`config.mk`:
```
export PLATFORM = sky130hd
export DESIGN_NAME = acq_ctrl_top
export DESIGN_NICKNAME = d
export VERILOG_FILES = /design/src/hw/axil_pkg.sv /design/src/hw/acq_csr_pkg.sv /design/src/hw/axil_csr_slave.sv /design/src/hw/acq_csr_bank.sv /design/src/hw/acq_ctrl_top.sv
export VERILOG_INCLUDE_DIRS = /design/src /design/src/hw
export SDC_FILE = /design/constraint.sdc
export NUM_CORES = 1
export LEC_CHECK = 0
export ABC_AREA = 1
export BUFFER_PORTS_ARGS = -buffer_cell sky130_fd_sc_hd__buf_2
export CORE_MARGIN = 2
export CORE_UTILIZATION = 50
export DETAILED_ROUTE_END_ITERATION = 10
export PLACE_DENSITY_LB_ADDON = 0.1
export SYNTH_ARGS = -nofsm -noshare
export SYNTH_HDL_FRONTEND = slang
export SYNTH_HIERARCHICAL = 1
export SYNTH_SLANG_ARGS = --single-unit
```
`constraint.sdc`:
```
create_clock -name clk -period 6.3 [get_ports clk]
set_input_delay 0.63 -clock clk [delete_from_list [all_inputs] [get_ports clk]]
set_output_delay 0.63 -clock clk [all_outputs]
set_load 0.03 [all_outputs]
```
`src/hw/acq_csr_consts.svh`:
```
`ifndef ACQ_CSR_CONSTS_SVH
`define ACQ_CSR_CONSTS_SVH

`default_nettype none

// --------------------------------------------------
// Register map, byte offsets
// --------------------------------------------------
`define ACQ_ADDR_W          5

`define ACQ_REG_CTRL_ID     5'h00   // Identity and initiator reset
`define ACQ_REG_START       5'h04   // Memory write start
`define ACQ_REG_QUEUE_ADDR  5'h08
`define ACQ_REG_DAC         5'h0C
`define ACQ_REG_CFG1_HI     5'h10   // Upper field of config word 1
`define ACQ_REG_CFG2        5'h14
`define ACQ_REG_PKT_COUNT   5'h18   // Packets per buffer
`define ACQ_REG_FRAME_LEN   5'h1C   // Lower field of config word 1

// --------------------------------------------------
// Reset values and identity codes
// --------------------------------------------------
`define ACQ_DAC_RST         32'h8080_8080
`define ACQ_CFG1_RST        32'h0002_1FFF
`define ACQ_CFG2_RST        32'h0002_0000
`define ACQ_PKT_COUNT_RST   32'd32768

`define ACQ_VERSION         8'h16
`define ACQ_FAMILY_DEF      8'h14
`define ACQ_IFACE_DEF       4'h2

`default_nettype wire

`endif

```
`src/hw/axil_pkg.sv`:
```
`default_nettype none

package axil_pkg;

    typedef logic [31:0] axil_data_t;
    typedef logic [31:0] axil_addr_t;
    typedef logic [3:0]  axil_strb_t;

    typedef enum logic [1:0] {
        OKAY   = 2'b00,
        SLVERR = 2'b10
    } axil_resp_t;

    // Write side waits only for the B handshake
    typedef enum logic {
        W_IDLE,
        W_RESP
    } axil_wr_state_t;

    typedef enum logic [1:0] {
        R_IDLE,
        R_WAIT,     // Bank is fetching the word
        R_DATA
    } axil_rd_state_t;

endpackage

`default_nettype wire

```
`src/hw/acq_csr_pkg.sv`:
```
`default_nettype none

package acq_csr_pkg;

    // --------------------------------------------------
    // Register words and indices
    // --------------------------------------------------
    typedef logic [31:0] csr_word_t;
    typedef logic [2:0]  reg_idx_t;     // One of eight word slots

    // --------------------------------------------------
    // Fields of config word 1
    // --------------------------------------------------
    typedef logic [18:0] cfg1_hi_t;     // Bits 31:13
    typedef logic [12:0] frame_len_t;   // Bits 12:0

    // --------------------------------------------------
    // Identity fields of CTRL_ID
    // --------------------------------------------------
    typedef logic [7:0]  family_id_t;   // FPGA family code
    typedef logic [3:0]  iface_id_t;    // Data path code

endpackage

`default_nettype wire

```
`src/hw/axil_csr_slave.sv`:
```
`include "acq_csr_consts.svh"

`timescale 1ns/1ps
`default_nettype none

module axil_csr_slave (
    input  wire logic                   clk,
    input  wire logic                   rst_n,

    // AXI4-Lite write address and data
    input  wire axil_pkg::axil_addr_t   s_awaddr_i,
    input  wire logic                   s_awvalid_i,
    output logic                        s_awready_o,
    input  wire axil_pkg::axil_data_t   s_wdata_i,
    input  wire axil_pkg::axil_strb_t   s_wstrb_i,
    input  wire logic                   s_wvalid_i,
    output logic                        s_wready_o,
    output axil_pkg::axil_resp_t        s_bresp_o,
    output logic                        s_bvalid_o,
    input  wire logic                   s_bready_i,

    // AXI4-Lite read
    input  wire axil_pkg::axil_addr_t   s_araddr_i,
    input  wire logic                   s_arvalid_i,
    output logic                        s_arready_o,
    output axil_pkg::axil_data_t        s_rdata_o,
    output axil_pkg::axil_resp_t        s_rresp_o,
    output logic                        s_rvalid_o,
    input  wire logic                   s_rready_i,

    // Register bank strobes
    output logic                        wr_en_o,
    output acq_csr_pkg::reg_idx_t       wr_idx_o,
    output acq_csr_pkg::csr_word_t      wr_data_o,
    output logic                        wr_hit_o,
    output logic                        rd_en_o,
    output acq_csr_pkg::reg_idx_t       rd_idx_o,
    output logic                        rd_hit_o,
    input  wire acq_csr_pkg::csr_word_t rd_data_i
);

    import axil_pkg::*;
    import acq_csr_pkg::*;

    localparam int ADDR_MSB = $bits(axil_addr_t) - 1;

    axil_wr_state_t wr_state_q;
    axil_rd_state_t rd_state_q;
    axil_resp_t     bresp_q;
    csr_word_t      rdata_q;
    logic           wr_hs;
    logic           rd_hs;
    logic           strb_full;

    // --------------------------------------------------
    // Write path
    // --------------------------------------------------
    // AW and W are taken together, so either may come first
    assign wr_hs       = (wr_state_q == W_IDLE) && s_awvalid_i && s_wvalid_i;
    assign strb_full   = &s_wstrb_i;
    assign s_awready_o = wr_hs;
    assign s_wready_o  = wr_hs;

    assign wr_en_o   = wr_hs && strb_full;  // Partial strobe writes nothing
    assign wr_idx_o  = s_awaddr_i[`ACQ_ADDR_W-1:2];
    assign wr_hit_o  = ~|s_awaddr_i[ADDR_MSB:`ACQ_ADDR_W];
    assign wr_data_o = s_wdata_i;

    always_ff @(posedge clk) begin
        if (!rst_n) begin
            wr_state_q <= W_IDLE;
        end else begin
            case (wr_state_q)
                W_IDLE: begin
                    if (wr_hs) begin
                        wr_state_q <= W_RESP;
                    end
                end
                W_RESP: begin
                    if (s_bready_i) begin
                        wr_state_q <= W_IDLE;
                    end
                end
                default: wr_state_q <= W_IDLE;
            endcase
        end
    end

    always_ff @(posedge clk) begin
        if (wr_hs) begin
            bresp_q <= strb_full ? OKAY : SLVERR;
        end
    end

    assign s_bvalid_o = (wr_state_q == W_RESP);
    assign s_bresp_o  = bresp_q;

    // --------------------------------------------------
    // Read path
    // --------------------------------------------------
    // Ready only when idle and an address is offered
    assign rd_hs       = (rd_state_q == R_IDLE) && s_arvalid_i;
    assign s_arready_o = rd_hs;

    assign rd_en_o  = rd_hs;
    assign rd_idx_o = s_araddr_i[`ACQ_ADDR_W-1:2];
    assign rd_hit_o = ~|s_araddr_i[ADDR_MSB:`ACQ_ADDR_W];

    always_ff @(posedge clk) begin
        if (!rst_n) begin
            rd_state_q <= R_IDLE;
        end else begin
            case (rd_state_q)
                R_IDLE: begin
                    if (rd_hs) begin
                        rd_state_q <= R_WAIT;
                    end
                end
                R_WAIT: rd_state_q <= R_DATA;   // Bank output valid now
                R_DATA: begin
                    if (s_rready_i) begin
                        rd_state_q <= R_IDLE;
                    end
                end
                default: rd_state_q <= R_IDLE;
            endcase
        end
    end

    // Hold the word so rdata stays put under back-pressure
    always_ff @(posedge clk) begin
        if (rd_state_q == R_WAIT) begin
            rdata_q <= rd_data_i;
        end
    end

    assign s_rvalid_o = (rd_state_q == R_DATA);
    assign s_rdata_o  = rdata_q;
    assign s_rresp_o  = OKAY;

    // --------------------------------------------------
    // Protocol checks
    // --------------------------------------------------
    property p_hold_valid(valid, ready);
        @(posedge clk) disable iff (!rst_n)
            valid && !ready |=> valid;
    endproperty

    a_bvalid_hold: assert property (p_hold_valid(s_bvalid_o, s_bready_i));
    a_rvalid_hold: assert property (p_hold_valid(s_rvalid_o, s_rready_i));

    a_rdata_stable: assert property (@(posedge clk) disable iff (!rst_n)
        s_rvalid_o && !s_rready_i |=> $stable(s_rdata_o));

endmodule

`default_nettype wire

```
`src/hw/acq_csr_bank.sv`:
```
`include "acq_csr_consts.svh"

`timescale 1ns/1ps
`default_nettype none

module acq_csr_bank (
    input  wire logic                       clk,
    input  wire logic                       rst_n,

    // Strobes from the bus slave
    input  wire logic                       wr_en_i,
    input  wire acq_csr_pkg::reg_idx_t      wr_idx_i,
    input  wire acq_csr_pkg::csr_word_t     wr_data_i,
    input  wire logic                       wr_hit_i,
    input  wire logic                       rd_en_i,
    input  wire acq_csr_pkg::reg_idx_t      rd_idx_i,
    input  wire logic                       rd_hit_i,
    output acq_csr_pkg::csr_word_t          rd_data_o,

    input  wire acq_csr_pkg::family_id_t    family_i,
    input  wire acq_csr_pkg::iface_id_t     iface_i,
    input  wire acq_csr_pkg::csr_word_t     cur_addr_i,  // Live DMA write address

    // Register outputs
    output logic                            init_rst_o,
    output logic                            mwr_start_o,
    output acq_csr_pkg::csr_word_t          queue_addr_o,
    output logic                            queue_addr_wr_o,
    output acq_csr_pkg::csr_word_t          dac_data_o,
    output acq_csr_pkg::csr_word_t          cfg1_o,
    output acq_csr_pkg::csr_word_t          cfg2_o,
    output acq_csr_pkg::csr_word_t          pkt_count_o
);

    import acq_csr_pkg::*;

    // --------------------------------------------------
    // Word indices from the byte offsets
    // --------------------------------------------------
    localparam reg_idx_t IDX_CTRL_ID    = reg_idx_t'(`ACQ_REG_CTRL_ID >> 2);
    localparam reg_idx_t IDX_START      = reg_idx_t'(`ACQ_REG_START >> 2);
    localparam reg_idx_t IDX_QUEUE_ADDR = reg_idx_t'(`ACQ_REG_QUEUE_ADDR >> 2);
    localparam reg_idx_t IDX_DAC        = reg_idx_t'(`ACQ_REG_DAC >> 2);
    localparam reg_idx_t IDX_CFG1_HI    = reg_idx_t'(`ACQ_REG_CFG1_HI >> 2);
    localparam reg_idx_t IDX_CFG2       = reg_idx_t'(`ACQ_REG_CFG2 >> 2);
    localparam reg_idx_t IDX_PKT_COUNT  = reg_idx_t'(`ACQ_REG_PKT_COUNT >> 2);
    localparam reg_idx_t IDX_FRAME_LEN  = reg_idx_t'(`ACQ_REG_FRAME_LEN >> 2);

    localparam csr_word_t  CFG1_RST = `ACQ_CFG1_RST;
    localparam logic [7:0] VERSION  = `ACQ_VERSION;

    cfg1_hi_t   cfg1_hi_q;
    frame_len_t frame_len_q;
    csr_word_t  id_word;
    logic       wr_sel;

    assign wr_sel = wr_en_i && wr_hit_i;     // Unmapped writes drop here
    assign cfg1_o = {cfg1_hi_q, frame_len_q};

    // Family, 4 spare, iface, version, 7 spare, reset bit
    assign id_word = {family_i, 4'b0, iface_i, VERSION, 7'b0, init_rst_o};

    // --------------------------------------------------
    // Register writes
    // --------------------------------------------------
    always_ff @(posedge clk) begin
        if (!rst_n) begin
            init_rst_o      <= 1'b0;
            mwr_start_o     <= 1'b0;
            queue_addr_o    <= '0;
            queue_addr_wr_o <= 1'b0;
            dac_data_o      <= `ACQ_DAC_RST;
            cfg1_hi_q       <= CFG1_RST[31:13];
            frame_len_q     <= CFG1_RST[12:0];
            cfg2_o          <= `ACQ_CFG2_RST;
            pkt_count_o     <= `ACQ_PKT_COUNT_RST;
        end else begin
            queue_addr_wr_o <= 1'b0;             // Single cycle strobe
            if (wr_sel) begin
                case (wr_idx_i)
                    IDX_CTRL_ID: init_rst_o <= wr_data_i[0];
                    IDX_START:   mwr_start_o <= wr_data_i[0];
                    IDX_QUEUE_ADDR: begin
                        queue_addr_o    <= wr_data_i;
                        queue_addr_wr_o <= 1'b1; // Tells DMA a new buffer is queued
                    end
                    IDX_DAC:       dac_data_o  <= wr_data_i;
                    IDX_CFG1_HI:   cfg1_hi_q   <= wr_data_i[18:0];
                    IDX_CFG2:      cfg2_o      <= wr_data_i;
                    IDX_PKT_COUNT: pkt_count_o <= wr_data_i;
                    IDX_FRAME_LEN: frame_len_q <= wr_data_i[12:0];
                    default: ;
                endcase
            end
        end
    end

    // --------------------------------------------------
    // Readback, one cycle after rd_en
    // --------------------------------------------------
    always_ff @(posedge clk) begin
        if (rd_en_i) begin
            if (!rd_hit_i) begin
                rd_data_o <= '0;
            end else begin
                case (rd_idx_i)
                    IDX_CTRL_ID:    rd_data_o <= id_word;
                    IDX_START:      rd_data_o <= '0;          // Write only
                    IDX_QUEUE_ADDR: rd_data_o <= cur_addr_i;
                    IDX_DAC:        rd_data_o <= dac_data_o;
                    IDX_CFG1_HI:    rd_data_o <= csr_word_t'(cfg1_hi_q);
                    IDX_CFG2:       rd_data_o <= cfg2_o;
                    IDX_PKT_COUNT:  rd_data_o <= pkt_count_o;
                    IDX_FRAME_LEN:  rd_data_o <= csr_word_t'(frame_len_q);
                    default:        rd_data_o <= '0;
                endcase
            end
        end
    end

    // Slave needs at least two cycles between write handshakes
    a_qwr_single: assert property (@(posedge clk) disable iff (!rst_n)
        queue_addr_wr_o |=> !queue_addr_wr_o);

endmodule

`default_nettype wire

```
`src/hw/acq_ctrl_top.sv`:
```
`include "acq_csr_consts.svh"

`timescale 1ns/1ps
`default_nettype none

module acq_ctrl_top #(
    parameter acq_csr_pkg::family_id_t FAMILY_ID = `ACQ_FAMILY_DEF,
    parameter acq_csr_pkg::iface_id_t  IFACE_ID  = `ACQ_IFACE_DEF
) (
    input  wire logic                   clk,
    input  wire logic                   rst_n,

    // Host port
    input  wire axil_pkg::axil_addr_t   s_awaddr_i,
    input  wire logic                   s_awvalid_i,
    output logic                        s_awready_o,
    input  wire axil_pkg::axil_data_t   s_wdata_i,
    input  wire axil_pkg::axil_strb_t   s_wstrb_i,
    input  wire logic                   s_wvalid_i,
    output logic                        s_wready_o,
    output axil_pkg::axil_resp_t        s_bresp_o,
    output logic                        s_bvalid_o,
    input  wire logic                   s_bready_i,
    input  wire axil_pkg::axil_addr_t   s_araddr_i,
    input  wire logic                   s_arvalid_i,
    output logic                        s_arready_o,
    output axil_pkg::axil_data_t        s_rdata_o,
    output axil_pkg::axil_resp_t        s_rresp_o,
    output logic                        s_rvalid_o,
    input  wire logic                   s_rready_i,

    input  wire acq_csr_pkg::csr_word_t cur_addr_i,

    // Control to the DMA engine and front end
    output logic                        init_rst_o,
    output logic                        mwr_start_o,
    output acq_csr_pkg::csr_word_t      queue_addr_o,
    output logic                        queue_addr_wr_o,
    output acq_csr_pkg::csr_word_t      dac_data_o,
    output acq_csr_pkg::csr_word_t      cfg1_o,
    output acq_csr_pkg::csr_word_t      cfg2_o,
    output acq_csr_pkg::csr_word_t      pkt_count_o
);

    import acq_csr_pkg::*;

    // --------------------------------------------------
    // Slave to bank strobes
    // --------------------------------------------------
    logic      wr_en;
    reg_idx_t  wr_idx;
    csr_word_t wr_data;
    logic      wr_hit;
    logic      rd_en;
    reg_idx_t  rd_idx;
    logic      rd_hit;
    csr_word_t rd_data;

    axil_csr_slave i_axil_csr_slave (
        .clk         (clk),
        .rst_n       (rst_n),
        .s_awaddr_i  (s_awaddr_i),
        .s_awvalid_i (s_awvalid_i),
        .s_awready_o (s_awready_o),
        .s_wdata_i   (s_wdata_i),
        .s_wstrb_i   (s_wstrb_i),
        .s_wvalid_i  (s_wvalid_i),
        .s_wready_o  (s_wready_o),
        .s_bresp_o   (s_bresp_o),
        .s_bvalid_o  (s_bvalid_o),
        .s_bready_i  (s_bready_i),
        .s_araddr_i  (s_araddr_i),
        .s_arvalid_i (s_arvalid_i),
        .s_arready_o (s_arready_o),
        .s_rdata_o   (s_rdata_o),
        .s_rresp_o   (s_rresp_o),
        .s_rvalid_o  (s_rvalid_o),
        .s_rready_i  (s_rready_i),
        .wr_en_o     (wr_en),
        .wr_idx_o    (wr_idx),
        .wr_data_o   (wr_data),
        .wr_hit_o    (wr_hit),
        .rd_en_o     (rd_en),
        .rd_idx_o    (rd_idx),
        .rd_hit_o    (rd_hit),
        .rd_data_i   (rd_data)
    );

    acq_csr_bank i_acq_csr_bank (
        .clk             (clk),
        .rst_n           (rst_n),
        .wr_en_i         (wr_en),
        .wr_idx_i        (wr_idx),
        .wr_data_i       (wr_data),
        .wr_hit_i        (wr_hit),
        .rd_en_i         (rd_en),
        .rd_idx_i        (rd_idx),
        .rd_hit_i        (rd_hit),
        .rd_data_o       (rd_data),
        .family_i        (FAMILY_ID),     // Identity fixed at build time
        .iface_i         (IFACE_ID),
        .cur_addr_i      (cur_addr_i),
        .init_rst_o      (init_rst_o),
        .mwr_start_o     (mwr_start_o),
        .queue_addr_o    (queue_addr_o),
        .queue_addr_wr_o (queue_addr_wr_o),
        .dac_data_o      (dac_data_o),
        .cfg1_o          (cfg1_o),
        .cfg2_o          (cfg2_o),
        .pkt_count_o     (pkt_count_o)
    );

endmodule

`default_nettype wire

```
### Word-level counts from Yosys, hierarchy flattened

Cells that the tools add are included.
Widths: inputs -> output; s select.

| operators by class | value |
|---|---|
| equal/unequal tests | 18 |
| muxes and demuxes | 9 |
| bitwise logic cells | 1 |
| reductions and logical operators | 22 |

Operators with widths:

| operator | count |
|---|---|
| $pmux 32 s8 | 1 |
| $reduce_or 27->1 | 2 |
| $eq 3x3->1 const B | 8 |
| $reduce_and 2->1 | 10 |
| $eq 3x2->1 const B | 4 |
| $eq 3x1->1 const B | 2 |
| $logic_not 3->1 | 2 |
| $mux 2 | 3 |
| $pmux 2 s3 | 1 |
| $logic_and 1x1->1 | 5 |
| $reduce_and 4->1 | 1 |
| $mux 1 | 3 |
| $eq 2x1->1 const B | 1 |
| $eq 2x2->1 const B | 1 |
| $logic_not 2->1 | 1 |
| $ne 2x1->1 const B | 1 |
| $ne 2x2->1 const B | 1 |
| $pmux 1 s2 | 1 |
| $logic_not 1->1 | 1 |
| $not 1->1 | 1 |

| word-level totals | value |
|---|---|
| flip-flop bits (word level) | 232 |
| input port bits | 139 |
| logic and storage cells | 64 |

### Depth between registers and ports, before layout

| depth | value |
|---|---|
| word-level depth | 6 |
| mapped depth | 12 |
| depth with buffers taken out | 11 |

### Modules after synthesis

The synthesis kept the hierarchy.

Modules (own cells, without submodules):

| module | times used | cells each | area an instance (um2) | seq. area each (um2) |
|---|---|---|---|---|
| acq_csr_bank | 1 | 1097 | 8304.2 | 4224.1 |
| axil_csr_slave | 1 | 150 | 1657.8 | 1051.0 |
| acq_ctrl_top | 1 | 2 | 7.5 | 0.0 |

### Worst setup path before layout

No wires, ideal clock.

| timing | value |
|---|---|
| kind | input to output |
| start point | in s_arvalid_i |
| end point | out s_arready_o |
| arrival time | 3.359 ns |
| path slack | 2.311 ns |
| stages | 3 |
| buffers on the path | 1 |
| cells stage by stage | inv_1 > nor3_1 > buf_4 |

| between the ends | value |
|---|---|
| cells in the longest elaborated chain, start to end | 1 |

Ends and longest elaborated chain:

| item | RTL line | RTL |
|---|---|---|
| from (decl) | acq_ctrl_top.sv:25 | `input wire logic s_arvalid_i,` |
| $logic_and 1x1->1 | axil_csr_slave.sv:102 | `assign rd_hs = (rd_state_q == R_IDLE) && s_arvalid_i;` |
| to (decl) | acq_ctrl_top.sv:26 | `output logic s_arready_o,` |

Every way passes these cells.

### Final worst setup path

| timing | value |
|---|---|
| start point | in s_araddr_i[4] |
| end point | reg i_acq_csr_bank.rd_data_o[26], data pin |

| between the ends | value |
|---|---|
| cells in the longest elaborated chain, start to end | 2 |
| elaborated cells on any way between the ends | 9 |
| classes of those cells | 7 x eq/ne; 1 x mux; 1 x reduce/logical |

Ends and longest elaborated chain:

| item | RTL line | RTL |
|---|---|---|
| from (decl) | acq_ctrl_top.sv:24 | `input wire axil_pkg::axil_addr_t s_araddr_i,` |
| $eq 3x3->1 (tied with other cells) | acq_csr_bank.sv:106 | `case (rd_idx_i)` |
| $pmux 32 s8 (*) | acq_csr_bank.sv:106 |  |
| to (signal assigned) | acq_csr_bank.sv:107 | `IDX_CTRL_ID: rd_data_o <= id_word;` |
| to (signal assigned) | acq_csr_bank.sv:109 | `IDX_QUEUE_ADDR: rd_data_o <= cur_addr_i;` |
| to (signal assigned) | acq_csr_bank.sv:110 | `IDX_DAC: rd_data_o <= dac_data_o;` |
| to (decl) | acq_csr_bank.sv:18 | `output acq_csr_pkg::csr_word_t rd_data_o,` |

Mark *: on every way between the ends. The rest lies on a longest branch, timed or not.
A chain may end at the register's enable or synchronous reset.

==> flow_metrics.env <==
export IMPL_setup_violations=0
export IMPL_synth_top_area_share_pct=33.3
export IMPL_cp_end_kind="flip-flop"
export IMPL_yosysWarnings=6
export IMPL_htreeDepth=1
export IMPL_drc=0
export IMPL_cts_sinks=231
export IMPL_synth_cells=1249
export IMPL_cts_buffers_inserted=25
export IMPL_path_delay_family="buffers and inverters"
export IMPL_fin_crit_sh_pct=43.3
export IMPL_vias_per_cell=5.35
export IMPL_ys_ff_latch=231
export IMPL_grt_max_degree=129
export IMPL_cp_cell_sequence="buf_2, buf_4, nor2_2, nand2_1, o21ai_0, nor2_1, nor2_1"
export IMPL_row_count=51
export IMPL_max_slew_margin_pct=24.1
export IMPL_critPathMostFrequentCell="nor2_1"
export IMPL_postSynth_asyncResetShare_pct=0
export IMPL_dieHeight_um=145
export IMPL_critPathMaxStageDelay_ns=0.69
export IMPL_finalCriticalPeriod_ns=2.73
export IMPL_final_util_pct=62.8
export IMPL_cts_resized_gates=0
export IMPL_synth_area_top_cells="dfxtp_1 (33%), edfxtp_1 (20%), nor2_1 (12%), o21ai_0 (8.9%), nand4_1 (5.5%)"
export IMPL_cts_setup_buffers=0
export IMPL_yosysMostFrequentCell="nor2_1"
export IMPL_fin_ws_ns=3.57
export IMPL_tns_ns=0
export IMPL_synth_flop_cell="dfxtp_1"
export IMPL_finalMaxSlewViolations=0
export IMPL_clockBufferDepth=3
export IMPL_worstPathArrival_ns=3.00
export IMPL_wire_per_inst_um=18.0
export IMPL_cp_required_ns=6.57
export IMPL_start_util_pct=51.1
export IMPL_crit_fanout=48
export IMPL_clock_fmax_mhz=367
export IMPL_synth_area_leader_cell="dfxtp_1"
export IMPL_core_area_sq_mm=0.0195
export IMPL_crit_type="primary input to flip-flop"
export IMPL_clk_latency_ns=0.52
export IMPL_grt_pass1_vias=8323
export IMPL_rsz0062_at_grt="false"
export IMPL_antenna_left=0
export IMPL_path_clk_slew_ns=0.06
export IMPL_gp_congestion=0.903
export IMPL_die_area_sq_mm=0.0211
export IMPL_finClkSkew_ns=0.0161
export IMPL_io_pins=343
export IMPL_grt_overflow_total=0
export IMPL_grt_pass1_wl_mm=48.5
export IMPL_tightest_slew_ns=1.14
export IMPL_fin_nets=1640
export IMPL_synth_avg_cell_area_sq_um=7.98
export IMPL_cts_tree="done"
export IMPL_cts_root_buf="clkbuf_16"
export IMPL_cts_hold_buffers_added=0
export IMPL_final_layout_size_suffix_gt1_share_pct=26.3
export IMPL_fin_total_pwr_mw=3.29
export IMPL_seq_area_frac_synth_pct=52.9
export IMPL_vdd_drop_max_mv=0.208
export IMPL_synth_distinct_cells=26
export IMPL_hold_violations=0
export IMPL_cap_violations=0
export IMPL_synth_edf_count=65
export IMPL_antenna_found_initial=1
export IMPL_worstHoldPathType="primary input to flip-flop"
export IMPL_crit_buf_inv=2
export IMPL_grt_use_total_pct=29.0
export IMPL_pre_cts_ws_ns=3.07
export IMPL_synth_common_cells="nor2_1 (313), o21ai_0 (178), dfxtp_1 (166), nand2_1 (94), nand4_1 (87)"
export IMPL_crit_slowest_cell="buf_2"
export IMPL_dr_total_vias=9563
export IMPL_dp_hpwl_mm=22.3
export IMPL_power_density_mw_per_mm2=268
export IMPL_status="completed"
export IMPL_dr_pass1_iters=5
export IMPL_wl_mm=32.1
export IMPL_area_growth_pct=23.0
export IMPL_syn_cell_area_sq_mm=0.00997
export IMPL_drt_iter0_markers=1020
export IMPL_crit_path_start_kind="primary input"
export IMPL_fp_dieW_um=145
export IMPL_io_buffers=335
export IMPL_power_leakage_nw=5.36
==> area by class of cell <==
class / instances / area, sq um
fill: 1800 / 7270
sequential: 231 / 5280
multi-input combinational: 835 / 3800
timing repair buffer: 344 / 1750
clock buffer: 40 / 802
tap: 265 / 332
inverter: 64 / 240
clock inverter: 6 / 65.1
antenna: 1 / 2.50
==> tightest hold or removal path, stage by stage <==
cell	delay, ns
buf_2	0.07
inv_1	0.03
nand2_1	0.04
a21oi_1	0.06
==> worst paths after layout <==
| kind | startpoint | endpoint | slack [ns] | cells after the start |
|---|---|---|---|---|
| max | s_araddr_i[4] | i_acq_csr_bank/rd_data_o[26] | 3.57 | 7 |
| min | s_bready_i | i_axil_csr_slave/s_bvalid_o | 0.37 | 4 |
| max reg2reg | i_axil_csr_slave/s_bvalid_o | i_acq_csr_bank/cfg2_o[17] | 3.69 | 9 |
| min reg2reg | i_acq_csr_bank/rd_data_o[17] | i_axil_csr_slave/s_rdata_o[17] | 0.41 | 0 |
==> cell usage in the layout (no fill, tap or decap), drive strengths merged <==
cell,instances
conb,15
diode,1
clkinvlp,1
nand3,79
dfxtp,166
nor2,318
nor3,3
o21ai,189
buf,344
o211ai,4
nand2,95
clkinv,5
a21oi,41
nand4,87
inv,63
nor2b,3
bufinv,1
edfxtp,65
clkbuf,40
nor4,1
==> kinds of logic after synthesis <==
kind of cell / count (synthesis) / synth area share [%]
and+or+nand+nor: 586 / 25.6
other: 3 / 0.113
buffers and inverters: 195 / 9.51
AOI/OAI and AO/OA: 234 / 11.9
DFF: 231 / 52.9
==> per-stage QoR <==
step / std cells / area, sq um / hold slack [ns]
3_3_place_gp: 1739 / 11400 / 0.403
3_5_place_dp: 1739 / 11400 / 0.405
6_report: 1786 / 12300 / 0.365
2_1_floorplan: 1261 / 10000 / 0.400
5_1_grt: 1786 / 12300 / 0.385
4_1_cts: 1785 / 12300 / 0.357
==> flip-flops by register name, indices dropped and copies added (netlist names) <==
name / flops
i_axil_csr_slave/s_bresp_o: 1
i_axil_csr_slave/s_rdata_o: 32
i_axil_csr_slave/rd_state_q: 2
i_acq_csr_bank/queue_addr_wr_o: 1
i_acq_csr_bank/frame_len_q: 13
i_acq_csr_bank/init_rst_o: 1
i_axil_csr_slave/s_bvalid_o: 1
i_acq_csr_bank/mwr_start_o: 1
i_acq_csr_bank/cfg1_hi_q: 19
i_acq_csr_bank/pkt_count_o: 32
i_acq_csr_bank/dac_data_o: 32
i_acq_csr_bank/queue_addr_o: 32
i_acq_csr_bank/rd_data_o: 32
i_acq_csr_bank/cfg2_o: 32
==> report_power, final <==
group,internal (mW),leakage (nW),switching (mW),total [mW]
registers,1.55,1.97,0.00528,1.56
clock network,0.911,0.429,0.592,1.50
logic,0.0644,2.96,0.164,0.228
total,2.53,5.36,0.761,3.29
==> layer usage <==
layer	vias up	share of wire (%)	global-route usage [%]
met5	-	0	0
met4	0	2.0	6.81
met3	45	9.6	5.50
met2	490	45	45.1
met1	4386	44	42.1
li1	4642	-	-
Power figures use the tool's default switching activity.
